## src/reg_file.sv

```systemverilog
`timescale 1ns/1ps
`default_nettype none

module reg_file #(
	parameter int XLEN = 32
) (
	input  logic            clk,
	input  logic            arst_n,
	input  logic            we,
	input  logic [4:0]      rs1,
	input  logic [4:0]      rs2,
	input  logic [4:0]      rd,
	input  logic [XLEN-1:0] wdata,
	output logic [XLEN-1:0] rs1_data,
	output logic [XLEN-1:0] rs2_data
);

	logic [XLEN-1:0] regs [32];

	always_ff @(posedge clk or negedge arst_n) begin
		if (!arst_n) begin
			for (int i = 0; i < 32; i++) begin
				regs[i] <= '0;
			end
		end else if (we && rd != 5'd0) begin // x0 is never written
			regs[rd] <= wdata;
		end
	end

	// Asynchronous read
	assign rs1_data = regs[rs1];
	assign rs2_data = regs[rs2];

	// Both read ports see zero for x0 whatever was written to rd 0
	a_x0_zero: assert property (
		@(posedge clk) disable iff (!arst_n)
		(rs1 != 5'd0 || rs1_data == '0) && (rs2 != 5'd0 || rs2_data == '0)
	) else $error("x0 read back nonzero");

endmodule

`default_nettype wire

```

## config.mk

```make
export PLATFORM = sky130hd
export DESIGN_NAME = reg_file
export DESIGN_NICKNAME = d
export VERILOG_FILES = /design/src/reg_file.sv
export SDC_FILE = /design/constraint.sdc
export NUM_CORES = 2
export LEC_CHECK = 0
export ABC_CLOCK_PERIOD_IN_PS = 2240
export BUFFER_PORTS_ARGS = -buffer_cell sky130_fd_sc_hd__buf_2
export CORE_MARGIN = 8
export CORE_UTILIZATION = 40
export DETAILED_ROUTE_END_ITERATION = 12
export HOLD_SLACK_MARGIN = 0.05
export SKIP_LAST_GASP = 1
export SYNTH_ARGS = -nofsm -noshare
export SYNTH_HDL_FRONTEND = slang
export SYNTH_SLANG_ARGS = --single-unit
```

## constraint.sdc

```tcl
create_clock -name clk -period 2.24 [get_ports clk]
set_input_delay 0.112 -clock clk [delete_from_list [all_inputs] [get_ports clk]]
set_output_delay 0.112 -clock clk [all_outputs]
set_load 0.005 [all_outputs]
```

* Word-level counts from Yosys, hierarchy flattened
Cells that the tools add are included. W data, S select, Z words.
Word-level totals: flip-flop bits (word level) 1024, input bits 50, output and inout bits 64, word-level logic and storage cells 51
Cells by class: order comparisons 4, multiplexer cells 9, bitwise logic cells 3, reductions and logical operators 3
Operators by type and width (count):
- $bwmux W1024 | 1
- $bmux W32 S5 | 2
- $demux W32 S5 | 1
- $mux W32 | 5
- $ge A6 B6 Y1 const B | 3
- $not A5 Y6 | 3
- $lt A6 B1 Y1 const B | 1
- $reduce_bool A5 Y1 | 1
- $logic_and A1 B1 Y1 | 2

* Longest topological paths before layout
word-level depth 6, mapped depth 8, depth with buffers taken out 5

* Worst setup path before layout
OpenSTA, ideal clock, no wires.
kind input-to-output, from in rs1[1], to out rs1_data[11], data arrival time 1.321 ns, required time 2.128 ns, setup slack 0.807 ns, stages on the path 8, path buffers 4, path through buf_2 buf_4 buf_2 buf_2 mux2i_1 nand2_1 a31oi_1 nand3_1
On the way: cells in the longest elaborated chain, start to end 4
Ends and longest elaborated chain:
- start: declaration | RTL line 10 | input logic [4:0] rs1,
- $not A5 Y6 (implied by the code) | RTL line 31 | assign rs1_data = regs[rs1];
- $bmux W32 S5 | RTL line 31
- $mux W32 (implied by the code) (2 in a row) | RTL line 31
- end: declaration | RTL line 14 | output logic [XLEN-1:0] rs1_data,
Every way passes these cells. The select of a mux whose other input is x is not followed.

* Worst setup path after layout
from reg regs[824] in the netlist's numbering, to out rs2_data[24]
On the way: cells in the longest elaborated chain, start to end 3
Ends and longest elaborated chain:
- start: declaration | RTL line 18 | logic [XLEN-1:0] regs [32];
- start signal: indexed assignment | RTL line 26 | regs[rd] <= wdata;
- $bmux W32 S5 | RTL line 32 | assign rs2_data = regs[rs2];
- $mux W32 (implied by the code) (2 in a row) | RTL line 32
- end: declaration | RTL line 15 | output logic [XLEN-1:0] rs2_data
Every way passes these cells. The select of a mux whose other input is x is not followed.

==> impl_metrics.env <==
export IMPL_status="complete, but fails checks"
export IMPL_violations="setup timing"
export IMPL_synth_cells=4601
export IMPL_powerDensity_nw_per_um2=841
export IMPL_synth_top_area_frac=0.458
export IMPL_ir_drop_mv=0.717
export IMPL_path_buf_inv=2
export IMPL_portBuffers=113
export IMPL_ant_nets=0
export IMPL_slew_headroom=0.497
export IMPL_grt_max_degree=89
export IMPL_grt_total_usage=0.239
export IMPL_dieArea_um2=152000
export IMPL_synth_top_cell_by_area="dfrtp_1"
export IMPL_critPathRequiredTime_ns=2.13
export IMPL_core_area_um2=139000
export IMPL_drv_cap=0
export IMPL_avgSynthCellArea_um2=12.2
export IMPL_row_count=137
export IMPL_cp_cell_sequence="buf_4, mux2i_1, a22o_1, nor3_1, a31oi_1, nand3_2, buf_2"
export IMPL_setup_viol=9
export IMPL_yosysSeqAreaShare=0.458
export IMPL_mappedNetlistNets=4651
export IMPL_drive_gt1_frac=0.363
export IMPL_drt_pass1_iterations=6
export IMPL_rsz0062_at_grt="true"
export IMPL_first_global_vias=40900
export IMPL_design_portCount=114
export IMPL_drv_slew=0
export IMPL_worstMarginPinSlew_ns=0.752
export IMPL_htreeDepth=3
export IMPL_grt_pass1_wl_um=278000
export IMPL_synth_edf_count=0
export IMPL_synth_commonest_cells="dfrtp_1, mux2i_1, mux2_2"
export IMPL_die_h_um=390
export IMPL_post_route_period_util=1.05
export IMPL_cts_made_buffers=114
export IMPL_yosysWarningCount=0
export IMPL_drt_iter0_drc=3036
export IMPL_largest_reg_flops=1024
export IMPL_area_growth_pct=17.6
export IMPL_start_util=0.402
export IMPL_period_minus_slack_ns=2.35
export IMPL_cp_arrival_ns=2.24
export IMPL_place_worst_setup_slack_ns=0.100
export IMPL_hold_violations=0
export IMPL_vias_per_cell=5.99
export IMPL_reg_top3="regs: 1024 flops"
export IMPL_place_congestion=0.834
export IMPL_setup_slack_ns=-0.114
export IMPL_cp_slowest_stage_delay_ns=0.38
export IMPL_whs_ns=0.100
export IMPL_clock_latency_ns=0.72
export IMPL_antenna_found_initial=13
export IMPL_hp_class="primary input to flip-flop"
export IMPL_cts_tree="built"
export IMPL_cp_start_kind="flip-flop"
export IMPL_fmax_ghz=0.425
export IMPL_ys_top_cells_by_area="dfrtp_1, mux2_2, mux2i_1"
export IMPL_drc=0
export IMPL_path_clk_slew_ns=0.06
export IMPL_routed_wl_um=186000
export IMPL_nets=4734
export IMPL_wire_per_inst_um=28.0
export IMPL_fin_skew_ns=0
export IMPL_synth_seq_cells=1024
export IMPL_top_register="regs"
export IMPL_end_kind="output pin"
export IMPL_path_max_fanout=2
export IMPL_grt_overflow=0
export IMPL_clock_sinks=1024
export IMPL_ys_flop_type="dfrtp_1"
export IMPL_cts_root_buf="clkbuf_16"
export IMPL_die_width_um=390
export IMPL_crit_type="flip-flop to output pin"
export IMPL_vias=39800
export IMPL_hpwl_um=115000
export IMPL_cp_slowest_cell="dfrtp_1"
export IMPL_syn_cell_area_um2=55900
export IMPL_synthDistinctLibCells=28
export IMPL_clock_path_buffers=3
export IMPL_p_total_mw=55.4
export IMPL_synth_async_sr_flop_share=1.00
export IMPL_p_leak_nw=30.8
export IMPL_cp_top_family="flip-flops"
-- worst reg2reg max path: stages, from the launching register on --
cell	delay (ns)
dfrtp_1	0.39
buf_4	0.14
mux2_2	0.25
-- final timing paths --
path | start | end | slack [ns] | cells past startpoint
max in group asynchronous | arst_n | regs[468] | 0.46 | 4
worst max register to register | regs[845] | regs[845] | 1.35 | 2
min in group asynchronous | arst_n | regs[279] | 0.61 | 4
worst min register to register | regs[995] | regs[995] | 0.40 | 0
worst max-delay path | regs[824] | rs2_data[24] | -0.11 | 7
worst min-delay path | wdata[28] | regs[796] | 0.10 | 2
-- kinds of logic after synthesis --
kind of cell           Yosys count  share of synthesized area
multiplexers                  2016                      0.383
flip-flops                    1024                      0.458
AO/OA/AOI/OAI                  576                     0.0701
AND/OR/NAND/NOR                512                     0.0439
buffers and inverters          473                     0.0450
-- where the power goes --
part / total [mW] / switching, mW / leakage (nW) / internal [mW]
logic: 11.3 / 5.33 / 15.8 / 5.93
registers: 24.7 / 2.70 / 13.1 / 22.0
clock network: 19.4 / 7.88 / 1.89 / 11.5
total: 55.4 / 15.9 / 30.8 / 39.5
-- final cells by class --
type                    instances  area [um^2]
well taps                    1876         2350
clock buffers                 166         3380
multi-input cells            3104        28900
fillers                     12600        73400
repair buffers                440         5060
flip-flops and latches       1024        25600
clock inverters                33          439
diodes                          5         12.5
-- cells in the final DEF (no fill, tap or decap), drive strengths merged --
cell / instances
a21oi: 192
diode: 5
nor2: 19
nand2: 210
and3b: 1
buf: 405
clkinvlp: 2
inv: 4
nand2b: 4
dfrtp: 1024
dlygate4sd3: 34
or2: 3
a22oi: 192
nand3b: 4
and3: 1
or3b: 1
mux2: 992
nor2b: 4
nor3: 65
a31oi: 64
clkinv: 17
nor3b: 4
mux2i: 1024
and2: 2
a22o: 128
clkbuf: 167
nand3: 194
bufinv: 10
-- timing repair --
item                                    CTS  global route
pin swaps                                48            84
hold buffers                             34             0
endpoints found under the hold margin  1935             0
buffers inserted                          2             1
setup endpoints to repair                54            59
gates resized for setup                  99           112
-- routing by layer --
metal | share of wire | up-vias | track usage
li1 | - | 17100 | -
met1 | 0.45 | 20900 | 0.328
met2 | 0.46 | 1342 | 0.380
met3 | 0.059 | 417 | 0.0430
met4 | 0.037 | 2 | 0.0807
met5 | 0.000070 | - | 0
-- stage by stage --
| stage | cell area (um^2) | std cells | setup TNS, ns | utilization |
|---|---|---|---|---|
| after detailed placement | 60400 | 6409 | 0 | 0.434 |
| final | 65800 | 6648 | -0.280 | 0.473 |
| after global routing | 65800 | 6645 | -2.52 | 0.473 |
| after CTS | 65100 | 6643 | -1.76 | 0.468 |
| after global placement | 60400 | 6409 | 0 | 0.434 |
| after floorplan | 55900 | 4601 | 0 | - |
(Power assumes the default switching activity.)
