===== config.mk =====
export PLATFORM = sky130hd
export DESIGN_NAME = instr_decoder
export DESIGN_NICKNAME = d
export VERILOG_FILES = /design/src/rv_isa_pkg.sv /design/src/instr_decoder.sv
export SDC_FILE = /design/constraint.sdc
export NUM_CORES = 1
export LEC_CHECK = 0
export CELL_PAD_IN_SITES_DETAIL_PLACEMENT = 0
export CELL_PAD_IN_SITES_GLOBAL_PLACEMENT = 2
export CORE_ASPECT_RATIO = 1.2
export CORE_MARGIN = 4
export CORE_UTILIZATION = 25
export DETAILED_ROUTE_END_ITERATION = 10
export DONT_BUFFER_PORTS = 1
export GPL_TIMING_DRIVEN = 0
export PLACE_DENSITY = 0.86
export SETUP_SLACK_MARGIN = 0.02
export SYNTH_ARGS = -nofsm -noshare
export SYNTH_HDL_FRONTEND = slang
export SYNTH_SLANG_ARGS = --single-unit

===== constraint.sdc =====
create_clock -name vclk -period 0.8
set_clock_uncertainty 0.1 [all_clocks]
set_input_delay 0 -clock vclk [all_inputs]
set_output_delay 0 -clock vclk [all_outputs]
set_load 0.005 [all_outputs]

===== src/rv_isa_pkg.sv =====
`default_nettype none

package rv_isa_pkg;

	// Major opcodes of the supported RV32I subset
	typedef enum logic [6:0] {
		OP_R      = 7'b0110011, // Register-register ALU
		OP_IMM    = 7'b0010011, // Register-immediate ALU
		OP_LOAD   = 7'b0000011,
		OP_STORE  = 7'b0100011,
		OP_BRANCH = 7'b1100011,
		OP_LUI    = 7'b0110111
	} opcode_e;

	// Immediate layouts in the instruction word
	typedef enum logic [1:0] {
		IMM_I = 2'd0,
		IMM_S = 2'd1,
		IMM_B = 2'd2,
		IMM_U = 2'd3
	} imm_fmt_e;

	// funct3 for ALU operations
	localparam logic [2:0] F3_ADD  = 3'b000; // ADD, SUB, ADDI
	localparam logic [2:0] F3_SLL  = 3'b001;
	localparam logic [2:0] F3_SLT  = 3'b010;
	localparam logic [2:0] F3_SLTU = 3'b011;
	localparam logic [2:0] F3_XOR  = 3'b100;
	localparam logic [2:0] F3_SR   = 3'b101; // SRL and SRA share this
	localparam logic [2:0] F3_OR   = 3'b110;
	localparam logic [2:0] F3_AND  = 3'b111;

	// funct3 for branches
	localparam logic [2:0] F3_BEQ = 3'b000;
	localparam logic [2:0] F3_BNE = 3'b001;

	localparam logic [6:0] F7_ALT = 7'b0100000; // Selects SUB or SRA

endpackage

`default_nettype wire


===== src/instr_decoder.sv =====
`timescale 1ns/1ps
`default_nettype none

module instr_decoder (
	input  logic                 clk,
	input  logic                 arst_n,
	input  logic [31:0]          inst,
	input  rv_isa_pkg::imm_fmt_e imm_fmt,
	output rv_isa_pkg::opcode_e  opcode,
	output logic [4:0]           rs1,
	output logic [4:0]           rs2,
	output logic [4:0]           rd,
	output logic [2:0]           funct3,
	output logic [6:0]           funct7,
	output logic [31:0]          imm
);
	import rv_isa_pkg::*;

	// Fixed field positions
	assign opcode = opcode_e'(inst[6:0]);
	assign rd     = inst[11:7];
	assign funct3 = inst[14:12];
	assign rs1    = inst[19:15];
	assign rs2    = inst[24:20];
	assign funct7 = inst[31:25];

	// Immediate bits are scattered differently per format, sign always in bit 31
	always_comb begin
		case (imm_fmt)
			IMM_I: imm = {{20{inst[31]}}, inst[31:20]};
			IMM_S: imm = {{20{inst[31]}}, inst[31:25], inst[11:7]};
			IMM_B: imm = {{19{inst[31]}}, inst[31], inst[7], inst[30:25], inst[11:8], 1'b0};
			IMM_U: imm = {inst[31:12], 12'b0};
			default: imm = '0;
		endcase
	end

	// Stimulus outside the supported subset would leave every enable low
	a_opcode_known: assert property (
		@(posedge clk) disable iff (!arst_n)
		opcode inside {OP_R, OP_IMM, OP_LOAD, OP_STORE, OP_BRANCH, OP_LUI}
	) else $error("Unsupported opcode %b", inst[6:0]);

endmodule

`default_nettype wire


# After elaboration in Yosys (flattened, before gate mapping)
# Cells that the tools add are included.
[classes]
eq_ne = 3
n_mux = 1
reduce_logical = 1
[ops]
columns = ["operator", "count"]
rows = [
  ["case mux 32 bit (4 select lines)", 1],
  ["== test 2 bit, second input constant", 2],
  ["== test 2 x 1 -> 1 bit, second input constant", 1],
  ["logical NOT 2 bit", 1],
]
[totals]
in_bits = 36
wordCells = 5
output_inout_bits = 64
register_bits = 0

# Longest topological paths before layout
[depth]
depth_word = 2
ltp_mapped = 5
depth_no_buf = 2

# Worst setup path before layout
# OpenSTA, ideal clock, no wires.
[synth_timing]
path_kind = "input-to-output"
startpoint = "in imm_fmt[0]"
endpoint = "out imm[15]"
cell_stages = 5
t_required_ns = 0.700
slack_ns = 0.001
t_arrival_ns = 0.699
path_buffers = 3
path_cell_list = "buf_4 and2_4 buf_6 buf_6 a21o_1"
[synth_via]
elab_chain_cells = 2
word_cells_on_any_way = 5
cone_classes = "3 x eq/ne; 1 x mux; 1 x reduce/logical"
[synth_rtl]
columns = ["item", "line_no", "source"]
rows = [
  ["from (decl)", "instr_decoder.sv:8", "input rv_isa_pkg::imm_fmt_e imm_fmt,"],
  ["== test 2 bit, or another cell as far along", "instr_decoder.sv:29", "case (imm_fmt)"],
  ["case mux 32 bit (4 select lines) *", "instr_decoder.sv:29", ""],
  ["to (decl)", "instr_decoder.sv:15", "output logic [31:0] imm"],
]
# Every way passes the cells marked *; elsewhere a longest branch is shown, timed or not. The select of a mux whose other input is x is not followed.

# Worst setup path in the final report
[layout_timing]
startpoint = "in inst[9]"
endpoint = "out rd[2]"
[layout_rtl]
columns = ["item", "line_no", "source"]
rows = [
  ["from (decl)", "instr_decoder.sv:7", "input logic [31:0] inst,"],
  ["to (decl)", "instr_decoder.sv:12", "output logic [4:0] rd,"],
]
# No word-level cell between the ends.

==> out/metrics.yaml <==
critical_path:
  critical_path.cell_chain: "dlygate4sd3_1, buf_4"
  cp.arrival_ns: 0.68
  worst_path_dominant_cell_family: "buffers and inverters"
  critPathSlowestCell: "dlygate4sd3_1"
  crit_type: "in2out"
  critPathMaxStageDelay_ns: 0.54
  required_ns: 0.70
  cp_num_buf_inv: 2
  cp-end-kind: "output port"
  cp_max_fo: 3
  cp-start-kind: "input port"
placement:
  port_buffers: 0
  placedCellCount: 111
  dpl.hpwl_mm: 1.51
  place_congestion: 0.603
logic_synthesis:
  synth_commonest_cells: "buf_4, a21o_1, nor2b_1"
  ys_types: 13
  yosys_warnings: 0
  yosysMostFrequentCell: "buf_4"
  syn_avg_cell_area_um2: 7.90
  yosysSeqAreaShare_pct: 0
  mappedNetlistArea_um2: 632
  synth_top_cell_area_share_pct: 40.4
  synth.area.top_cells: "buf_4, a21o_1, buf_6"
  syn_inst: 80
  synthesis.nets: 116
  yosys.area.top_type: "buf_4"
power:
  p_leak_nw: 0.802
  power_density_nw_per_um2: 516
  irDropWorstVdd_v: 0.000252
finish:
  fillerInstances: 205
  nets: 153
  fin_cells: 146
  drive_above_1_share_pct: 37.4
  nFlopsAndLatches: 0
  nClkBuffers: 0
  diodes: 0
  syn_to_final_growth_pct: 74.9
  multi_input_area_um2: 317
  regArea_um2: 0
job:
  cap_violations: 0
timing:
  tightestPinTransition_ns: 0.214
  setup_viol: 0
  max_freq_mhz: 1290
  fin_crit_sh_pct: 97.2
  slew-limit-headroom_pct: 85.6
  rsz0062_at_grt: "no"
  final_max_slew_viol_count: 0
  setup-tns-final_ns: 0
  finalCriticalPeriod_ns: 0.778
  final_hold_viol_count: 0
grt:
  grt.total_usage_pct: 11.0
  antenna_found_initial: 0
  grt_pass1_vias: 672
  grt-ovfl-total: 0
  grt_max_degree: 11
  grt_pass1_wl_mm: 2.98
detailed_routing:
  drtIter0Drc: 2
  ant_nets: 0
  drt_wl_total_mm: 2.23
  drtPass1Iterations: 2
  vias_per_cell: 4.48
  via_count: 654
  route.detailed.drc: 0
  wl_per_cell_um: 15.3
die:
  die_height_um: 63.1
  core_um2: 2350
  dieArea_um2: 3400
  boundaryPins: 100
  start_util_pct: 26.8
  die_w_um: 53.9
  fp-row-count: 19
status:
  status: "completed"
worst_hold_path:
  hold_path_class: "in2out"
[per-stage QoR]
step | util [%] | area [um^2] | hold slack [ns] | power (mW) | setup WS [ns]
floorplan | - | 632 | -0.0192 | 0.347 | 0.00132
global route | 46.9 | 1100 | 0.0121 | 0.613 | 0.0209
finish | 46.9 | 1100 | 0.00569 | 0.570 | 0.0224
detailed placement | 28.5 | 671 | -0.0168 | 0.397 | -0.102
CTS | 44.0 | 1040 | 0.00795 | 0.547 | 0.0204
global placement | 28.5 | 671 | -0.0160 | 0.396 | -0.0881
[area by class of cell]
type                            instances  area share, %
Multi-Input combinational cell         40           28.7
Inverter                                1          0.340
Tap cell                               31           3.51
Timing Repair Buffer                   36           39.6
Buffer                                 38           27.9
[logic make-up after synthesis]
kind of cell	synth area share, %
AO/OA/AOI/OAI	31.9
multiplexers	7.92
AND/OR/NAND/NOR	10.3
buffers and inverters	49.9
[power breakdown]
group          switching, mW  internal [mW]  total, mW
Combinational          0.205          0.365      0.570
Sequential                 0              0          0
Clock                      0              0          0
[placed cells by master (no fill, tap or decap), drive strengths merged]
master	count
and2	1
nor2	1
nor2b	6
buf	41
o2bb2ai	4
mux2i	5
dlygate4sd3	7
and2b	1
nand3b	1
o21ai	1
dlymetal6s4s	26
a21o	19
inv	1
a21boi	1
[layer usage]
metal / vias up / wire [um] / global-route usage [%] / share of wire [%]
li1: 307 / - / - / -
met1: 286 / 664 / 10.3 / 30
met2: 61 / 1240 / 23.8 / 56
met3: 0 / 326 / 1.18 / 15
met4: 0 / 0 / 0.639 / 0
met5: - / 0 / 0 / 0
[path summary, 6_finish.rpt]
| check | cells after the start | start | slack, ns | end |
|---|---|---|---|---|
| worst max-delay path | 2 | inst[9] | 0.02 | rd[2] |
| worst min-delay path | 1 | inst[20] | 0.006 | imm[20] |
[what timing repair did]
action | in CTS | in global routing
endpoints found under the hold margin | 33 | 0
pin swaps | 20 | 0
buffers inserted | 1 | 0
endpoints found under the setup margin | 20 | 26
cloned | 2 | 0
hold buffers | 33 | 0
gates resized for setup | 5 | 27
(Power assumes the default switching activity.)
