$ cat src/rv_isa_pkg.sv
`default_nettype none

package rv_isa_pkg;

	// Major opcodes of the supported RV32I subset
	typedef enum logic [6:0] {
		OP_R      = 7'b0110011, // Register-register ALU
		OP_IMM    = 7'b0010011, // Register-immediate ALU
		OP_LOAD   = 7'b0000011,
		OP_STORE  = 7'b0100011,
		OP_BRANCH = 7'b1100011,
		OP_LUI    = 7'b0110111
	} opcode_e;

	// Immediate layouts in the instruction word
	typedef enum logic [1:0] {
		IMM_I = 2'd0,
		IMM_S = 2'd1,
		IMM_B = 2'd2,
		IMM_U = 2'd3
	} imm_fmt_e;

	// funct3 for ALU operations
	localparam logic [2:0] F3_ADD  = 3'b000; // ADD, SUB, ADDI
	localparam logic [2:0] F3_SLL  = 3'b001;
	localparam logic [2:0] F3_SLT  = 3'b010;
	localparam logic [2:0] F3_SLTU = 3'b011;
	localparam logic [2:0] F3_XOR  = 3'b100;
	localparam logic [2:0] F3_SR   = 3'b101; // SRL and SRA share this
	localparam logic [2:0] F3_OR   = 3'b110;
	localparam logic [2:0] F3_AND  = 3'b111;

	// funct3 for branches
	localparam logic [2:0] F3_BEQ = 3'b000;
	localparam logic [2:0] F3_BNE = 3'b001;

	localparam logic [6:0] F7_ALT = 7'b0100000; // Selects SUB or SRA

endpackage

`default_nettype wire

$ cat src/rv_alu_pkg.sv
`default_nettype none

package rv_alu_pkg;

	// Coarse operation class chosen by the main decoder
	typedef enum logic [1:0] {
		CLS_ADD    = 2'd0, // Address computation for loads and stores
		CLS_BRANCH = 2'd1, // Subtract for the compare
		CLS_FUNCT  = 2'd2, // Operation taken from funct3 and funct7
		CLS_PASS_B = 2'd3  // LUI
	} alu_class_e;

	// Operation actually performed by the ALU
	typedef enum logic [3:0] {
		ALU_ADD    = 4'd0,
		ALU_SUB    = 4'd1,
		ALU_AND    = 4'd2,
		ALU_OR     = 4'd3,
		ALU_XOR    = 4'd4,
		ALU_SLL    = 4'd5,
		ALU_SRL    = 4'd6,
		ALU_SRA    = 4'd7,
		ALU_SLT    = 4'd8,
		ALU_SLTU   = 4'd9,
		ALU_PASS_B = 4'd10
	} alu_ctrl_e;

endpackage

`default_nettype wire

$ cat src/alu_control.sv
`timescale 1ns/1ps
`default_nettype none

module alu_control (
	input  rv_alu_pkg::alu_class_e alu_class,
	input  logic [2:0]             funct3,
	input  logic [6:0]             funct7,
	input  logic                   alu_src_imm,
	output rv_alu_pkg::alu_ctrl_e  alu_ctrl
);
	import rv_isa_pkg::*;
	import rv_alu_pkg::*;

	logic alt; // funct7 asks for the alternate operation

	assign alt = (funct7 == F7_ALT);

	always_comb begin
		case (alu_class)
			CLS_ADD:    alu_ctrl = ALU_ADD;
			CLS_BRANCH: alu_ctrl = ALU_SUB;
			CLS_PASS_B: alu_ctrl = ALU_PASS_B;
			default: begin
				case (funct3)
					// ADDI has no SUB form, bit 30 there is immediate data
					F3_ADD:  alu_ctrl = (alt && !alu_src_imm) ? ALU_SUB : ALU_ADD;
					F3_SLL:  alu_ctrl = ALU_SLL;
					F3_SLT:  alu_ctrl = ALU_SLT;
					F3_SLTU: alu_ctrl = ALU_SLTU;
					F3_XOR:  alu_ctrl = ALU_XOR;
					F3_SR:   alu_ctrl = alt ? ALU_SRA : ALU_SRL; // SRAI keeps funct7 too
					F3_OR:   alu_ctrl = ALU_OR;
					default: alu_ctrl = ALU_AND;
				endcase
			end
		endcase
	end

endmodule

`default_nettype wire

$ cat config.mk
export PLATFORM = sky130hd
export DESIGN_NAME = alu_control
export DESIGN_NICKNAME = d
export VERILOG_FILES = /design/src/rv_isa_pkg.sv /design/src/rv_alu_pkg.sv /design/src/alu_control.sv
export SDC_FILE = /design/constraint.sdc
export NUM_CORES = 1
export LEC_CHECK = 0
export ABC_AREA = 0
export BUFFER_PORTS_ARGS = -buffer_cell sky130_fd_sc_hd__buf_2
export CAP_MARGIN = 40
export CORE_AREA = 5 5 42 44
export DETAILED_ROUTE_END_ITERATION = 8
export DIE_AREA = 0 0 47 49
export GPL_TIMING_DRIVEN = 0
export MAX_ROUTING_LAYER = met4
export PLACE_DENSITY_LB_ADDON = 0.05
export SYNTH_ARGS = -nofsm -noshare
export SYNTH_HDL_FRONTEND = slang
export SYNTH_SLANG_ARGS = --single-unit
$ cat constraint.sdc
create_clock -name vclk -period 0.8
set_input_delay 0.04 -clock vclk [all_inputs]
set_output_delay 0.04 -clock vclk [all_outputs]
set_load 0.05 [all_outputs]
**After elaboration in Yosys (flattened, before gate mapping)**

Cells that the tools add are included.

- Bits in read-only memories: 0
- Bits in latches: 0
- RAM bits: 0
- Flip-flop bits (word level): 0
- Memories: 0
- Word-level logic and storage cells: 17

- Shift operators: 0
- Multiplexer cells: 4
- Add/sub/neg operators: 0
- $lt $le $gt $ge: 0
- Bitwise gates (word level): 0
- Multiply operators: 0
- Eq/ne operators: 9
- Reduce and logical (&&, ||, !) cells: 4
- Divide/modulo/power cells: 0

Operators by type and width:

| operator | number |
|---|---|
| $pmux 4 s7 | 1 |
| $pmux 4 s3 | 1 |
| $eq 3x3->1 const B | 3 |
| $eq 7x6->1 const B | 1 |
| $eq 3x2->1 const B | 2 |
| $eq 3x1->1 const B | 1 |
| $logic_not 3->1 | 1 |
| $eq 2x1->1 const B | 1 |
| $eq 2x2->1 const B | 1 |
| $logic_not 2->1 | 1 |
| $mux 1 | 2 |
| $logic_and 1x1->1 | 1 |
| $logic_not 1->1 | 1 |

**Logic depth before layout (Yosys ltp)**

Gate-level depths: netlist of run 1.

- Depth after elaboration: 5
- Mapped depth: 3
- Mapped depth without buffers: 3

**Worst setup path before layout of run 1**

No wires, ideal clock.

- Path kind: input to output
- From: in funct3[2]
- To: out alu_ctrl[3]
- Arrival: 1.300 ns
- Slack: -0.540 ns
- Cell stages on the path: 2
- Cells stage by stage: nand2b_1 -> a21boi_0

- Longest elaborated chain between the ends: 3
- Elaborated cells on any way between the ends: 9

Ends and longest elaborated chain:

| element | line | text |
|---|---|---|
| from (decl) | alu_control.sv:6 | `input logic [2:0] funct3,` |
| $eq 3x3->1, or another cell as far along | alu_control.sv:24 | `case (funct3)` |
| $pmux 4 s7 (*) | alu_control.sv:24 |  |
| $pmux 4 s3 (*) | alu_control.sv:19 | `case (alu_class)` |
| to (decl) | alu_control.sv:9 | `output rv_alu_pkg::alu_ctrl_e alu_ctrl` |

Mark *: on every way between the ends. The rest lies on a longest branch, timed or not.

**Final worst setup path of run 1**

- From: in funct3[1]
- To: out alu_ctrl[0]

Same word-level chain as after synthesis.

==> impl_results.md, run 1 <==
* Outcome: finished with violations
* Failing checks: negative setup slack
* Pwr per Cell Area at 642 mW/mm^2
* Die H at 49 um
* Clk_buf instances at 0
* FF+latch area at 0 sq um
* # diodes at 0
* Finished Core Util at 22.4%
* Critical Path AT at 0.92 ns
* Post-synth top cells: 2 x a21boi_0, 2 x nand2b_1
* I/O pins at 17
* Register area share after synthesis at 0%
* Maximum VDD drop at 161 uV
* MaxCap Viol Count at 0
* GPL Wtd Cong at 0.636
* Area grow syn2layout at 199%
* Drt pass-1 iters at 3
* Placed instance count at 48
* # hold bufs at CTS at 0
* Number of fill cells in the layout at 171
* Post-synthesis net count at 28
* Fin nets at 48
* WS Path Type: in -> out
* Die W at 47 um
* Starting density of the core at 7.50%
* Initial detailed-routing violation count at 1
* Layout cell share with drive strength beyond 1 at 84.8%
* Synth Instances at 15
* CP Capture Type: primary output
* Pleak at 0.000138 uW
* Setup TNS at -0.162 ns
* Initial antenna violation count at 0
* Rows at 14
* Wirelength, routed at 490 um
* Post-DRT Antenna Nets at 0
* Seq_cells at 0
* Synth Warn # at 0
* Vias in the first global route at 197
* Final non-filler cell total at 49
* Final instance area at 314 sq um
* Largest area contributor in the netlist: a21boi_0
* Area occupied by multi-input gates at 164 sq um
* FMAX at 1040 MHz
* Design Power at 202 uW
* DP Area at 230 sq um
* Syn Area/Cell at 7.01 sq um
* Crit path time final at 0.962 ns
* First-pass GRT wire length at 731 um
* Crit path launch type: input pin
* Fin worst setup slack at -0.162 ns
* Max Slew Vio Count at 0
* Synth cell types at 13
* Worst slew pin tran at 0.260 ns
* RSZ-0062 raised after global routing: yes
* CP max FO at 5
* Die ar. at 0.00230 sq mm
* Vias/cell at 3.80
* Final Hold Fails at 0
* Req. time, crit path at 0.76 ns
* Routed vias at 186
* Final period utilization at 120%
* PortBufs at 17
* DRC errors left at 0
* Top-area cell type share of the netlist area at 14.3%
* Mapped Area at 105 sq um
* Largest net degree at the start of global routing at 6
* Congestion Overflow GR at 0
* Drt wl/cell at 10.0 um
* Max-slew headroom at 82.6%
* Hold Path Class: in -> out
* Final setup violation count at 1
* Core Region at 0.00140 sq mm
* All-Layer GR Usage at 4.17%
* Most area-consuming cells after synthesis: a21boi_0 14%, nand2b_1 12%, o22ai_2 12%, a221o_1 9.5%, nor4b_1 8.3%
==> stage by stage <==
step | hold slack, ns | setup slack (ns)
detailed placement | 0.480 | -0.297
floorplan | 0.182 | -0.0426
CTS | 0.431 | -0.175
finish | 0.408 | -0.162
global placement | 0.482 | -0.270
global route | 0.418 | -0.198
==> layer usage <==
metal	wire, um	vias to the layer above	GRT usage, %
met3	69	0	0
met1	149	83	3.91
met5	0	-	-
met2	272	9	9.05
met4	0	0	0
li1	-	94	-
==> path summary, 6_finish.rpt <==
path,startpoint,end,slack [ns],cells after the start
max,funct3[1],alu_ctrl[0],-0.16,5
min,funct3[1],alu_ctrl[2],0.41,3
==> worst max-delay path: stages <==
cell and delay [ns]:
buf_12 0.11, xnor2_2 0.12, a221o_1 0.34, o22ai_4 0.13, buf_6 0.18
==> layout make-up <==
type | count | area share (%)
well taps | 16 | 6.37
multi-input cells | 14 | 52.2
repair buffers | 18 | 40.2
inverters | 1 | 1.20
==> cells by family after synthesis <==
family / Yosys count / synth area share [%]
AND/OR/NAND/NOR: 6 / 34.5
buffers and inverters: 1 / 3.57
XOR/XNOR: 2 / 16.7
AO/OA/AOI/OAI: 6 / 45.2
==> placed cells by master (no fill, tap or decap), drive strengths merged <==
cell type   n
buf        17
a21boi      2
nand2b      2
nor2        1
nor3        1
inv         1
nor4b       1
nor4        1
xor2        1
a21oi       1
xnor2       1
a221o       1
o22ai       1
o21ai       1
clkbuf      1
==> power breakdown <==
part / switching (uW) / total (uW) / internal (uW)
clock: 0 / 0 / 0
combinational: 108 / 202 / 93.0
sequential: 0 / 0 / 0
==> repair_timing <==
item                       4_1_cts  5_1_grt
hold endpoints to repair         0        0
resized for setup                5       13
buffers inserted                 0        1
pin swaps                        0        3
setup endpoints to repair        1        1
Note: power is estimated with default switching activity, not from simulation.
==> run 2, diff against run 1 <==
--- a/config.mk
+++ b/config.mk
@@ -5,7 +5,7 @@
 export SDC_FILE = /design/constraint.sdc
 export NUM_CORES = 1
 export LEC_CHECK = 0
-export ABC_AREA = 0
+export ABC_AREA = 1
 export BUFFER_PORTS_ARGS = -buffer_cell sky130_fd_sc_hd__buf_2
 export CAP_MARGIN = 40
 export CORE_AREA = 5 5 42 44
==> run 2 against run 1 <==
The run still ends with negative setup slack left. Worst hold slack better by 0.047 ns. Cell count up 41%. Synthesized cell count up 140%. Via count up 32%. Fmax up 20%. Worst setup slack better by 0.16 ns. Design area down 1.6%. Sequential cell count unchanged. Clock-buffer cell count unchanged. Global-route usage down 0.14 points. Utilization down 0.36 points. Critical endpoint unchanged.
==> impl_results.md, run 2 <==
* Count leader, synth: nand2_1
* First-pass GRT wire length at 759 um (+3.8%)
* Req. time, crit path at 0.76 ns (about the same)
* Placed wire-length estimate at 440 um
* Die W at 47 um (unchanged)
* Worst slew pin tran at 0.249 ns (-0.0103 ns)
* Wirelength, routed at 515 um (+5.1%)
* Multiplexer area fraction after synthesis at 0% (unchanged)
* Pwr per Cell Area at 584 mW/mm^2 (-8.9%)
* I/O pins at 17 (unchanged)
* Drt wl/cell at 7.46 um (-25%)
* Fin nets at 68 (+42%)
* Syn Area/Cell at 4.07 sq um (-42%)
* Vias/cell at 3.55 (-6.5%)
* Rows at 14 (unchanged)
* Critical path launch point: funct3[0]
* Area grow syn2layout at 111%
* Post-synth top cells: 13 x nand2_1, 9 x inv_1, 7 x nor2_1
* Fin worst setup slack at -0.00318 ns (+0.159 ns)
* MaxCap Viol Count at 0 (unchanged)
* Synth Area in XOR/XNOR at 0% (-17 points)
* Seq_cells at 0 (unchanged)
* Initial detailed-routing violation count at 0 (-1)
* Final period utilization at 100% (-20 points)
* Layout cell share with drive strength beyond 1 at 47.2% (-38 points)
* Synth Instances at 36 (+21)
* Capture point of the worst path: alu_ctrl[0]
* WS Path Type: in -> out
* Crit path time final at 0.803 ns (-0.159 ns)
* Critical Path AT at 0.76 ns (-0.16 ns)
* DRC errors left at 0 (unchanged)
* Pleak at 0.000182 uW (+31%)
* Max Slew Vio Count at 0 (unchanged)
* Post-synthesis net count at 49 (+75%)
* FMAX at 1250 MHz (+20%)
* Reg power frac at 0% (unchanged)
* Largest family of logic cells by synthesized area: simple AND/OR/NAND/NOR gates
* Logic pwr share at 100.0% (about the same)
* Core Region at 0.00140 sq mm (unchanged)
* Sw Share at 57.8% (+4.0 points)
* Final non-filler cell total at 69 (+41%)
* Clk_buf instances at 0 (unchanged)
* CP max FO at 5 (unchanged)
* Synth Warn # at 0 (unchanged)
* Die H at 49 um (unchanged)
* Largest net degree at the start of global routing at 8 (+2)
* Worst hold margin at 0.456 ns (+0.0475 ns)
* GPL Wtd Cong at 0.688 (+8.1%)
* Post-DRT Antenna Nets at 0 (unchanged)
* Clock network fraction of total power at 0% (unchanged)
* CP Capture Type: primary output
* Setup repair bufs after CTS at 0 (unchanged)
* Largest area contributor in the netlist: nand2_1
* Complex-gate fraction of the synthesized area at 13.7% (-32 points)
* Synth cell types at 8 (-5)
* Starting density of the core at 10.4% (+2.9 points)
* Mapped Area at 146 sq um (+39%)
* Adder-Cell Fraction of Synth Area at 0% (unchanged)
* Routed vias at 245 (+32%)
* PortBufs at 17 (unchanged)
* Die ar. at 0.00230 sq mm (unchanged)
* Final setup violation count at 1 (unchanged)
* FF+latch area at 0 sq um (unchanged)
* Synth Area in Simple Gates at 63.2% (+29 points)
* Outcome: finished with violations
* Psw at 104 uW (-3.7%)
* RSZ-0062 raised after global routing: yes
* Congestion Overflow GR at 0 (unchanged)
* Pint at 76.1 uW (-18%)
* All-Layer GR Usage at 4.03% (-0.14 points)
* Placed instance count at 69 (+44%)
* Hold Path Class: in -> out
* Vias in the first global route at 230 (+17%)
* Hold Crit Depth at 3 (unchanged)
* Final Hold Fails at 0 (unchanged)
* Maximum VDD drop at 210 uV (+31%)
* Crit path launch type: input pin
* Top-area cell type share of the netlist area at 33.3% (+19 points)
* Number of fill cells in the layout at 177 (+3.5%)
* Initial antenna violation count at 0 (unchanged)
* Drt pass-1 iters at 1 (-2)
* Register area share after synthesis at 0% (unchanged)
* Most area-consuming cells after synthesis: nand2_1 33%, inv_1 23%, nor2_1 18%, a21oi_1 10%, or2_0 4.3%
* # diodes at 0 (unchanged)
* Commonest cells after routing, fill and taps aside: 12 x nand2_1, 12 x buf_2, 7 x inv_1
* Failing checks: negative setup slack
* Max-slew headroom at 83.5% (+0.85 points)
## run 2: changes by cell type after synthesis, sizes merged, moves of 2 or more
cell    before  now
nand2        0   13
inv          1    9
nor2         1    7
a21boi       2    0
a21oi        1    3
nand2b       2    0
or2          0    2
## run 2: power by group through the flow
stage | Clock (uW) | Sequential, uW | Combinational (uW)
4_1_cts | 0 | 0 | 173
3_3_place_gp | 0 | 0 | 155
3_5_place_dp | 0 | 0 | 152
5_1_grt | 0 | 0 | 196
6_report | 0 | 0 | 181
2_1_floorplan | 0 | 0 | 94.7
## run 2: cell type report
class / instances / area, sq um / share of cell area [%]
tap: 16 / 20.0 / 6.48
timing repair buffer: 17 / 120 / 38.9
inverter: 9 / 33.8 / 10.9
multi-input combinational: 27 / 135 / 43.7
## run 2: worst min-delay path by stage
| stage | startpoint | endpoint | slack, ns |
|---|---|---|---|
| after floorplan | funct3[1] | alu_ctrl[2] | 0.18 |
| after global routing | funct3[1] | alu_ctrl[2] | 0.47 |
| after CTS | funct3[1] | alu_ctrl[2] | 0.46 |
| after global placement | funct3[1] | alu_ctrl[2] | 0.46 |
| final | funct3[1] | alu_ctrl[2] | 0.46 |
| after detailed placement | funct3[1] | alu_ctrl[2] | 0.45 |
## run 2: kinds of logic after synthesis
logic type	count (synthesis)
compound gates	4
simple gates	23
buf+inv	9
## run 2: critical path: stages
cell     delay (ns)
buf_6          0.10
or2_1          0.23
nand2_1        0.07
nand2_1        0.04
nand2_1        0.07
nand2_2        0.06
buf_8          0.14
## run 2: per-stage QoR
stage	util (%)	worst slack [ns]	area (sq um)	TNS, ns	total power, uW
finish	22.1	-0.00318	309	-0.00318	181
global route	22.1	-0.0699	309	-0.0699	196
CTS	20.8	-0.0177	292	-0.0177	173
detailed placement	18.8	-0.171	263	-0.171	152
global placement	18.8	-0.199	263	-0.214	155
floorplan	-	0.0579	158	0	94.7
## run 2: per-layer routing
layer | track usage (%) | wire length [um] | vias up
met4 | 0 | 0 | 0
met1 | 4.13 | 175 | 97
li1 | - | - | 139
met5 | - | 0 | -
met2 | 8.37 | 280 | 9
met3 | 0 | 59 | 0
## run 2: repair_timing
action | in CTS | in global routing
hold buffers | 0 | 0
pin swaps | 8 | 0
resized for setup | 11 | 5
endpoints found under the setup margin | 1 | 2
