$ cat config.mk
export PLATFORM = sky130hd
export DESIGN_NAME = main_control
export DESIGN_NICKNAME = d
export VERILOG_FILES = /design/src/rv_isa_pkg.sv /design/src/rv_alu_pkg.sv /design/src/main_control.sv
export SDC_FILE = /design/constraint.sdc
export NUM_CORES = 1
export LEC_CHECK = 0
export BUFFER_PORTS_ARGS = -buffer_cell sky130_fd_sc_hd__buf_4
export CAP_MARGIN = 20
export CORE_AREA = 2 2 39 41
export DETAILED_ROUTE_END_ITERATION = 8
export DIE_AREA = 0 0 41 43
export PLACE_DENSITY = 0.38
export SYNTH_ARGS = -nofsm -noshare
export SYNTH_HDL_FRONTEND = slang
export SYNTH_SLANG_ARGS = --single-unit
$ cat constraint.sdc
create_clock -name vclk -period 1.28
set_input_delay 0.256 -clock vclk [all_inputs]
set_output_delay 0.256 -clock vclk [all_outputs]
set_load 0.01 [all_outputs]
$ cat src/rv_isa_pkg.sv
`default_nettype none

package rv_isa_pkg;

	// Major opcodes of the supported RV32I subset
	typedef enum logic [6:0] {
		OP_R      = 7'b0110011, // Register-register ALU
		OP_IMM    = 7'b0010011, // Register-immediate ALU
		OP_LOAD   = 7'b0000011,
		OP_STORE  = 7'b0100011,
		OP_BRANCH = 7'b1100011,
		OP_LUI    = 7'b0110111
	} opcode_e;

	// Immediate layouts in the instruction word
	typedef enum logic [1:0] {
		IMM_I = 2'd0,
		IMM_S = 2'd1,
		IMM_B = 2'd2,
		IMM_U = 2'd3
	} imm_fmt_e;

	// funct3 for ALU operations
	localparam logic [2:0] F3_ADD  = 3'b000; // ADD, SUB, ADDI
	localparam logic [2:0] F3_SLL  = 3'b001;
	localparam logic [2:0] F3_SLT  = 3'b010;
	localparam logic [2:0] F3_SLTU = 3'b011;
	localparam logic [2:0] F3_XOR  = 3'b100;
	localparam logic [2:0] F3_SR   = 3'b101; // SRL and SRA share this
	localparam logic [2:0] F3_OR   = 3'b110;
	localparam logic [2:0] F3_AND  = 3'b111;

	// funct3 for branches
	localparam logic [2:0] F3_BEQ = 3'b000;
	localparam logic [2:0] F3_BNE = 3'b001;

	localparam logic [6:0] F7_ALT = 7'b0100000; // Selects SUB or SRA

endpackage

`default_nettype wire

$ cat src/rv_alu_pkg.sv
`default_nettype none

package rv_alu_pkg;

	// Coarse operation class chosen by the main decoder
	typedef enum logic [1:0] {
		CLS_ADD    = 2'd0, // Address computation for loads and stores
		CLS_BRANCH = 2'd1, // Subtract for the compare
		CLS_FUNCT  = 2'd2, // Operation taken from funct3 and funct7
		CLS_PASS_B = 2'd3  // LUI
	} alu_class_e;

	// Operation actually performed by the ALU
	typedef enum logic [3:0] {
		ALU_ADD    = 4'd0,
		ALU_SUB    = 4'd1,
		ALU_AND    = 4'd2,
		ALU_OR     = 4'd3,
		ALU_XOR    = 4'd4,
		ALU_SLL    = 4'd5,
		ALU_SRL    = 4'd6,
		ALU_SRA    = 4'd7,
		ALU_SLT    = 4'd8,
		ALU_SLTU   = 4'd9,
		ALU_PASS_B = 4'd10
	} alu_ctrl_e;

endpackage

`default_nettype wire

$ cat src/main_control.sv
`timescale 1ns/1ps
`default_nettype none

module main_control (
	input  rv_isa_pkg::opcode_e    opcode,
	output logic                   reg_write,
	output logic                   mem_write,
	output logic                   alu_src_imm,
	output logic                   wb_from_mem,
	output logic                   branch,
	output rv_alu_pkg::alu_class_e alu_class,
	output rv_isa_pkg::imm_fmt_e   imm_fmt
);
	import rv_isa_pkg::*;
	import rv_alu_pkg::*;

	always_comb begin
		reg_write   = 1'b0; // Unknown opcodes change no state
		mem_write   = 1'b0;
		alu_src_imm = 1'b0;
		wb_from_mem = 1'b0;
		branch      = 1'b0;
		alu_class   = CLS_ADD;
		imm_fmt     = IMM_I;
		case (opcode)
			OP_R: begin
				reg_write = 1'b1;
				alu_class = CLS_FUNCT;
			end
			OP_IMM: begin
				reg_write   = 1'b1;
				alu_src_imm = 1'b1;
				alu_class   = CLS_FUNCT;
			end
			OP_LOAD: begin
				reg_write   = 1'b1;
				alu_src_imm = 1'b1; // rs1 + offset
				wb_from_mem = 1'b1;
			end
			OP_STORE: begin
				mem_write   = 1'b1;
				alu_src_imm = 1'b1;
				imm_fmt     = IMM_S;
			end
			OP_BRANCH: begin
				branch    = 1'b1; // Compare rs1 with rs2, offset goes to pc_unit
				alu_class = CLS_BRANCH;
				imm_fmt   = IMM_B;
			end
			OP_LUI: begin
				reg_write   = 1'b1;
				alu_src_imm = 1'b1;
				alu_class   = CLS_PASS_B;
				imm_fmt     = IMM_U;
			end
			default: ;
		endcase
	end

endmodule

`default_nettype wire

; After elaboration in Yosys (flattened, before gate mapping)
; Cells that the tools add are included.
[totals]
regBits = 0
inputBits = 7
out_inout_bits = 9
word_cells = 16
[op_classes]
eq_ne = 6
mux = 7
n_reduce_logical = 3
[ops]
columns = operator, n
row1 = "== test 7 x 6 -> 1 bit, second input constant", 3
row2 = one-hot mux 2 bit (3 select lines), 2
row3 = OR reduction 4 bit, 2
row4 = "== test 7 x 2 -> 1 bit, second input constant", 1
row5 = "== test 7 x 5 -> 1 bit, second input constant", 1
row6 = "== test 7 bit, second input constant", 1
row7 = two-way mux 1 bit, 5
row8 = OR reduction 2 bit, 1

; Logic depth before layout (Yosys ltp)
; Gate-level depths: netlist of run 1.
[logic_depth]
ltp_word = 3
mapped_depth = 3

; Least setup slack after synthesis of run 1
; Ideal clock, no wire load.
[synth_path]
kind = input port to output port
start = input port opcode[4]
end = output port alu_class[0]
arrival_ns = 0.994
setup_slack_ns = 0.030
path_stages = 3
path_buffers = 1
path_cell_list = buf_4 -> or3b_4 -> a21oi_1
[synth_between]
elab_chain_cells = 3
word_cells_on_any_way = 6
cone_classes = eq/ne: 4 / mux: 1 / reduce/logical: 1
[synth_lines]
columns = item, line_no
row1 = from (decl), main_control.sv:5  ; input rv_isa_pkg::opcode_e opcode,
row2 = == test 7 x 5 -> 1 bit or == test 7 x 6 -> 1 bit (tied branches), main_control.sv:25  ; case (opcode)
row3 = OR reduction 2 bit (no source line), n/a
row4 = one-hot mux 2 bit (3 select lines) (*), main_control.sv:25
row5 = to (decl), main_control.sv:11  ; output rv_alu_pkg::alu_class_e alu_class,
; Every way passes the cells marked *; elsewhere a longest branch is shown, timed or not.

; Worst setup path after layout of run 1
; Same ends and word-level chain as after synthesis.

==> results of run 1 <==
-- report_power, final --
| group | internal (W) | switching [W] |
|---|---|---|
| registers | 0 | 0 |
| clock network | 0 | 0 |
| logic | 0.0000543 | 0.0000351 |
-- cell usage after synthesis --
cell       count  area [um^2]
xor2_1         1         8.76
nand3b_1       1         7.51
buf_4          1         7.51
nand3_1        1         5.00
a21o_2         1         8.76
nor2b_1        1         6.26
nand2_1        1         3.75
nand4bb_1      1         11.3
nor3b_1        2         15.0
or3b_4         1         11.3
nand4b_1       1         8.76
a21oi_1        4         20.0
nor2_1         1         3.75
buf_6          1         11.3
nor4_1         2         12.5
or2_1          1         6.26
-- cell families (layout without fill, tap and decap cells) --
group / after synthesis / in the layout / synth area share (%)
buf+inv: 2 / 23 / 12.7
compound gates: 5 / 5 / 19.5
simple gates: 13 / 13 / 61.9
xor+xnor: 1 / 1 / 5.93
-- cell type report --
cell class | count | share of cell area, %
Timing Repair Buffer | 23 | 49.8
Multi-Input combinational cell | 19 | 45.2
Tap cell | 16 | 4.98
-- per-layer routing --
| layer | up-vias | part of all wire [%] |
|---|---|---|
| li1 | 122 | - |
| met1 | 99 | 40 |
| met2 | 9 | 50 |
| met3 | 0 | 9.3 |
| met4 | 0 | 0 |
| met5 | - | 0 |
-- metrics by stage --
stage,std cells,utilization (%),worst slack [ns],hold WS [ns],cell area [um^2]
CTS,59,28.7,-0.0292,0.820,397
detailed placement,57,23.6,-0.0802,0.828,327
global route,58,29.0,-0.0113,0.848,402
global placement,57,23.6,-0.0665,0.828,327
floorplan,21,-,0.0300,0.562,148
finish,58,29.0,0.0144,0.828,402
-- what timing repair did --
item | CTS | global route
setup endpoints to repair | 5 | 8
gates resized for setup | 11 | 2
setup buffers | 2 | 0
pin swaps | 4 | 2
-- path summary, 6_finish.rpt --
| kind | start | endpoint | slack [ns] | cells past startpoint |
|---|---|---|---|---|
| hold / removal | opcode[5] | wb_from_mem | 0.83 | 3 |
| setup / recovery | opcode[4] | alu_class[0] | 0.01 | 4 |
==> summary.md, run 1 <==
| Metric | Value |
|---|---|
| Core Area | `0.00138 mm^2` |
| Clock buf count | `0` |
| # setup viols final | `0` |
| Worst Tran Pin Value | `0.223 ns` |
| Worst vdd ir | `106 uV` |
| Synth Instances | `21` |
| Vias in the first global route | `192` |
| GRT Total Usage | `5.71%` |
| Routed vias | `230` |
| Syn Nets | `28` |
| Ports | `16` |
| Register area | `0 um^2` |
| Hold Buf Count CTS | `0` |
| Worst path slowest cell | `or3b_4` |
| Number of distinct library cells after synthesis | `16` |
| P_leak | `0.166 nW` |
| Setup crit start kind | `input pin` |
| Fillers | `152` |
| Final slew viol count | `0` |
| Hpwl dp | `409 um` |
| Sequential-to-total area share from yosys stat | `0%` |
| Met3 Usage GRT | `0.524%` |
| Ratio of cells with drive above 1 in the final layout | `76.2%` |
| Worst-path cell chain | `buf_8, or3b_4, a21oi_2, buf_4` |
| Die width | `41 um` |
| CP required | `1.02 ns` |
| Tightest Hold Check Type | `in -> out` |
| First-pass GRT wire length | `772 um` |
| Post-route ant nets | `0` |
| Worst path arrival time | `1.01 ns` |
| PnR Total Power | `0.0000894 W` |
| Initial Utilization | `10.7%` |
| Mean Syn Cell Area | `7.03 um^2` |
| First-pass DRT Iterations | `2` |
| Slew margin rel. | `85.0%` |
| Commonest non-fill, non-tap cell in the layout | `buf_4` |
| Status | `completed` |
| Setup TNS | `0 ns` |
| Crit. End Element | `primary output` |
| Final Critical Period | `1.27 ns` |
| Antenna violations before repair | `0` |
| Commonest cells after routing, fill and taps aside | `19 x buf_4, 3 x a21oi_2, 2 x nor3b_2, 2 x buf_6` |
| CP max stage delay | `0.40 ns` |
| Power per cell area | `223 mW/mm^2` |
| Area of the multi-input gates | `181 um^2` |
| Die area | `0.00176 mm^2` |
| Synth warn | `0` |
| Avg Vias per Cell | `3.97` |
| Final Hold Fails | `0` |
| Gr busiest metal | `met2` |
| Final period util | `98.9%` |
| Drt initial violations | `1` |
| CP Max Fanout | `4` |
| WL/cell | `8.71 um` |
| ANT cells | `0` |
| Grt met2 use | `9.06%` |
| Top Family by Delay on Critical Path | `simple AND/OR/NAND/NOR gates` |
| Row count | `14` |
| Total wire length | `505 um` |
| Die span in y | `43 um` |
| Layout area overhead | `172%` |
| PortBufs | `16` |
| Max Cap Violations | `0` |
| Buffers & Inverters on Critical Path | `2` |
| DRC viols | `0` |
| Nets | `51` |
| Met1 Usage GRT | `8.60%` |
| Cell Area, Synth | `148 um^2` |
| GRT overflow | `0` |
| RePlAce Congestion | `0.666` |
| Max frequency | `790 MHz` |
| Largest net degree at the start of global routing | `9` |
| FFs & Latches | `0` |
| RSZ-0062 raised after global routing | `yes` |
| CP Class | `in -> out` |
Power figures use the tool's default switching activity.
==> run 2, diff against run 1 <==
--- a/config.mk
+++ b/config.mk
@@ -12,3 +12,2 @@
 export DIE_AREA = 0 0 41 43
-export PLACE_DENSITY = 0.38
 export SYNTH_ARGS = -nofsm -noshare
==> constraint.sdc (replaced) <==
create_clock -name vclk -period 1.6
set_input_delay 0.32 -clock vclk [all_inputs]
set_output_delay 0.32 -clock vclk [all_outputs]
set_load 0.1 [all_outputs]
==> summary.md, run 2 (synthesis results as in run 1) <==
| Metric | Value |
|---|---|
| Power per cell area | `201 mW/mm^2` |
| Worst slack, placed | `-0.0796 ns` |
| Max frequency | `631 MHz` |
| Worst path arrival time | `1.26 ns` |
| P_leak | `0.171 nW` |
| Min setup slack post-route | `0.0160 ns` |
| Total wire length | `565 um` |
| Final period util | `99.0%` |
| Clock buf count | `0` |
| Crit. End Element | `primary output` |
| Commonest cells after routing, fill and taps aside | `13 x buf_4, 5 x buf_6, 3 x a21oi_4, 3 x buf_12` |
| Postcts setup bufs | `0` |
| Ratio of cells with drive above 1 in the final layout | `82.5%` |
| RSZ-0062 raised after global routing | `yes` |
| Ports | `16` |
| Register area | `0 um^2` |
| GRT Total Usage | `6.59%` |
| # setup viols final | `0` |
| Worst vdd ir | `136 uV` |
| Row count | `14` |
| Worst Tran Pin Value | `0.281 ns` |
| Core Area | `0.00138 mm^2` |
| Fillers | `144` |
| CP required | `1.28 ns` |
| Hpwl dp | `488 um` |
| Slew margin rel. | `81.4%` |
| Final Critical Period | `1.58 ns` |
| Final Hold Fails | `0` |
| Commonest non-fill, non-tap cell in the layout | `buf_4` |
| DRC viols | `0` |
| Initial Utilization | `10.7%` |
| Hold Buf Count CTS | `0` |
| Avg Vias per Cell | `4.25` |
| Status | `completed` |
| Die span in y | `43 um` |
| Met3 Usage GRT | `0.524%` |
| Final hold slack | `1.01 ns` |
| First-pass DRT Iterations | `1` |
| Setup TNS | `0 ns` |
| Setup crit start kind | `input pin` |
| GRT overflow | `0` |
| Nets | `49` |
| Post-route ant nets | `0` |
| Largest net degree at the start of global routing | `9` |
| Max Cap Violations | `0` |
| PortBufs | `16` |
| Die area | `0.00176 mm^2` |
| Layout area overhead | `219%` |
| Tightest Hold Check Type | `in -> out` |
| Antenna violations before repair | `0` |
| Gr busiest metal | `met2` |
| CP Class | `in -> out` |
| ANT cells | `0` |
| Routed vias | `238` |
| First-pass GRT wire length | `869 um` |
| Grt met2 use | `11.3%` |
| CP Max Fanout | `3` |
| RePlAce Congestion | `0.630` |
| FFs & Latches | `0` |
| Final slew viol count | `0` |
| Met1 Usage GRT | `9.18%` |
| Vias in the first global route | `222` |
| WL/cell | `10.1 um` |
| Die width | `41 um` |
| Drt initial violations | `0` |
[run 2: through the flow]
step / util (%) / cell area [um^2] / total power (W) / cells
after floorplan: - / 269 / 0.0000618 / 21
after global placement: 30.9 / 428 / 0.0000918 / 56
after detailed placement: 30.9 / 428 / 0.0000925 / 56
after CTS: 32.3 / 447 / 0.0000939 / 56
after global routing: 34.1 / 472 / 0.000101 / 56
final: 34.1 / 472 / 0.0000949 / 56
[run 2: what timing repair did]
item | in CTS | in global routing
setup endpoints to repair | 5 | 4
pin swaps | 2 | 0
hold endpoints to repair | 0 | 0
cloned | 0 | 0
resized for setup | 5 | 6
[run 2: worst max-delay path: stages]
cell     delay [ns]
buf_4          0.11
or3b_4         0.43
a21oi_4        0.16
buf_6          0.23
[run 2: cell type report]
cell class                      count  area, um^2  share of cell area, %
Timing Repair Buffer               21         214                   45.4
Multi-Input combinational cell     19         238                   50.4
Tap cell                           16        20.0                   4.24
[run 2: metal layers]
metal,routed length [um],vias up
met5,0,-
met1,222,102
li1,-,120
met3,91,0
met2,250,16
met4,0,0
[run 2: final timing paths]
kind | from | endpoint | slack, ns | depth (start not counted)
hold / removal | opcode[5] | wb_from_mem | 1.01 | 3
setup / recovery | opcode[4] | alu_class[0] | 0.02 | 4
[run 2: power breakdown]
part | leakage, nW | internal (W) | switching (W)
sequential | 0 | 0 | 0
clock | 0 | 0 | 0
combinational | 0.171 | 0.0000420 | 0.0000529
==> run 3, diff against run 2 <==
Settings changed: CELL_PAD_IN_SITES_DETAIL_PLACEMENT set to 0, CELL_PAD_IN_SITES_GLOBAL_PLACEMENT set to 1, PLACE_DENSITY_LB_ADDON set to 0.1.
==> summary.md, run 3 (synthesis results as in run 1) <==
| Metric | Value |
|---|---|
| Status | `completed` |
| PnR Total Power | `0.0000969 W` |
| Clk pwr share | `0%` |
| Die area | `0.00176 mm^2` |
| Sequential share of power | `0%` |
| Comb power frac | `100.0%` |
| CP required | `1.28 ns` |
| Hold path depth | `3` |
| RePlAce Congestion | `0.637` |
| Vias in the first global route | `206` |
| Worst Tran Pin Value | `0.278 ns` |
| Nets | `48` |
| Row count | `14` |
| Initial Utilization | `10.7%` |
| P_leak | `0.170 nW` |
| Area of the multi-input gates | `245 um^2` |
| Crit. End Element | `primary output` |
| GRT Total Usage | `7.19%` |
| Fillers | `132` |
| Crit. Startpoint | `opcode[3]` |
| Internal power | `0.0000426 W` |
| FFs & Latches | `0` |
| Hold EP | `mem_write` |
| Max Cap Violations | `0` |
| CP Class | `in -> out` |
| Commonest cells after routing, fill and taps aside | `11 x buf_4, 5 x buf_6, 4 x a21oi_4` |
| Clock buf count | `0` |
| Total wire length | `547 um` |
| Worst path arrival time | `1.28 ns` |
| Register area | `0 um^2` |
| Core Area | `0.00138 mm^2` |
| Avg Vias per Cell | `4.07` |
| Worst vdd ir | `107 uV` |
| # setup viols final | `0` |
| Final Hold Fails | `0` |
| Largest net degree at the start of global routing | `9` |
| First-pass DRT Iterations | `1` |
| Postcts setup bufs | `0` |
| Psw | `0.0000543 W` |
| Die span in y | `43 um` |
| Hpwl dp | `472 um` |
| PortBufs | `16` |
| WL/cell | `9.95 um` |
| Final core occ | `34.6%` |
| ANT cells | `0` |
| GRT overflow | `0` |
| Hold Buf Count CTS | `0` |
| Routed vias | `224` |
| Die width | `41 um` |
| Sw frac | `56.1%` |
| Ports | `16` |
| Commonest non-fill, non-tap cell in the layout | `buf_4` |
| Post-route ant nets | `0` |
| Final period util | `100%` |
| Setup crit start kind | `input pin` |
| Tightest Hold Check Type | `in -> out` |
| Final Critical Period | `1.60 ns` |
| Drt initial violations | `0` |
| Layout area overhead | `225%` |
| Max frequency | `625 MHz` |
| CP Max Fanout | `4` |
| First-pass GRT wire length | `938 um` |
| DRC viols | `0` |
| Ratio of cells with drive above 1 in the final layout | `82.1%` |
| Final slew viol count | `0` |
| Power per cell area | `202 mW/mm^2` |
| Hold_sp | `opcode[6]` |
| RSZ-0062 raised after global routing | `yes` |
| Antenna violations before repair | `0` |
| Slew margin rel. | `81.6%` |
[run 3: power by group through the flow]
stage	clock network [W]	registers, W	logic [W]
finish	0	0	0.0000969
global route	0	0	0.000103
CTS	0	0	0.0000930
detailed placement	0	0	0.0000910
global placement	0	0	0.0000895
floorplan	0	0	0.0000618
[run 3: timing repair]
item | CTS | global route
pin swaps | 1 | 0
endpoints found under the setup margin | 5 | 5
gates resized for setup | 6 | 8
[run 3: routing by layer]
layer / routed length [um] / GRT usage [%] / vias up
met5: 0 / 0 / -
met4: 0 / 0 / 0
met3: 52 / 0 / 0
met2: 256 / 10.9 / 9
met1: 238 / 11.7 / 97
li1: - / - / 118
[run 3: critical path, stage by stage]
cell and delay [ns]:
buf_6 0.09, nand4bb_4 0.28, nor4_4 0.32, buf_6 0.26
[run 3: cell type report]
| cell class | count | area share [%] |
|---|---|---|
| multi-input combinational | 19 | 51.2 |
| tap | 16 | 4.18 |
| timing repair buffer | 20 | 44.6 |
[run 3: through the flow]
stage               hold slack (ns)  cell area [um^2]  setup slack, ns  std cells  setup TNS [ns]
floorplan                     0.738               269           -0.485         21           -2.42
global placement               1.02               420          -0.0733         55          -0.224
detailed placement             1.02               420          -0.0945         55          -0.273
CTS                            1.01               443          -0.0277         55         -0.0305
global route                   1.00               479          -0.0234         55         -0.0234
finish                        0.989               479         0.000177         55               0
[run 3: worst max-delay path by stage]
stage                  end  depth (start not counted)
6_report       wb_from_mem                          4
3_3_place_gp   wb_from_mem                          4
3_5_place_dp   wb_from_mem                          4
5_1_grt        wb_from_mem                          4
2_1_floorplan    mem_write                          2
4_1_cts        wb_from_mem                          4
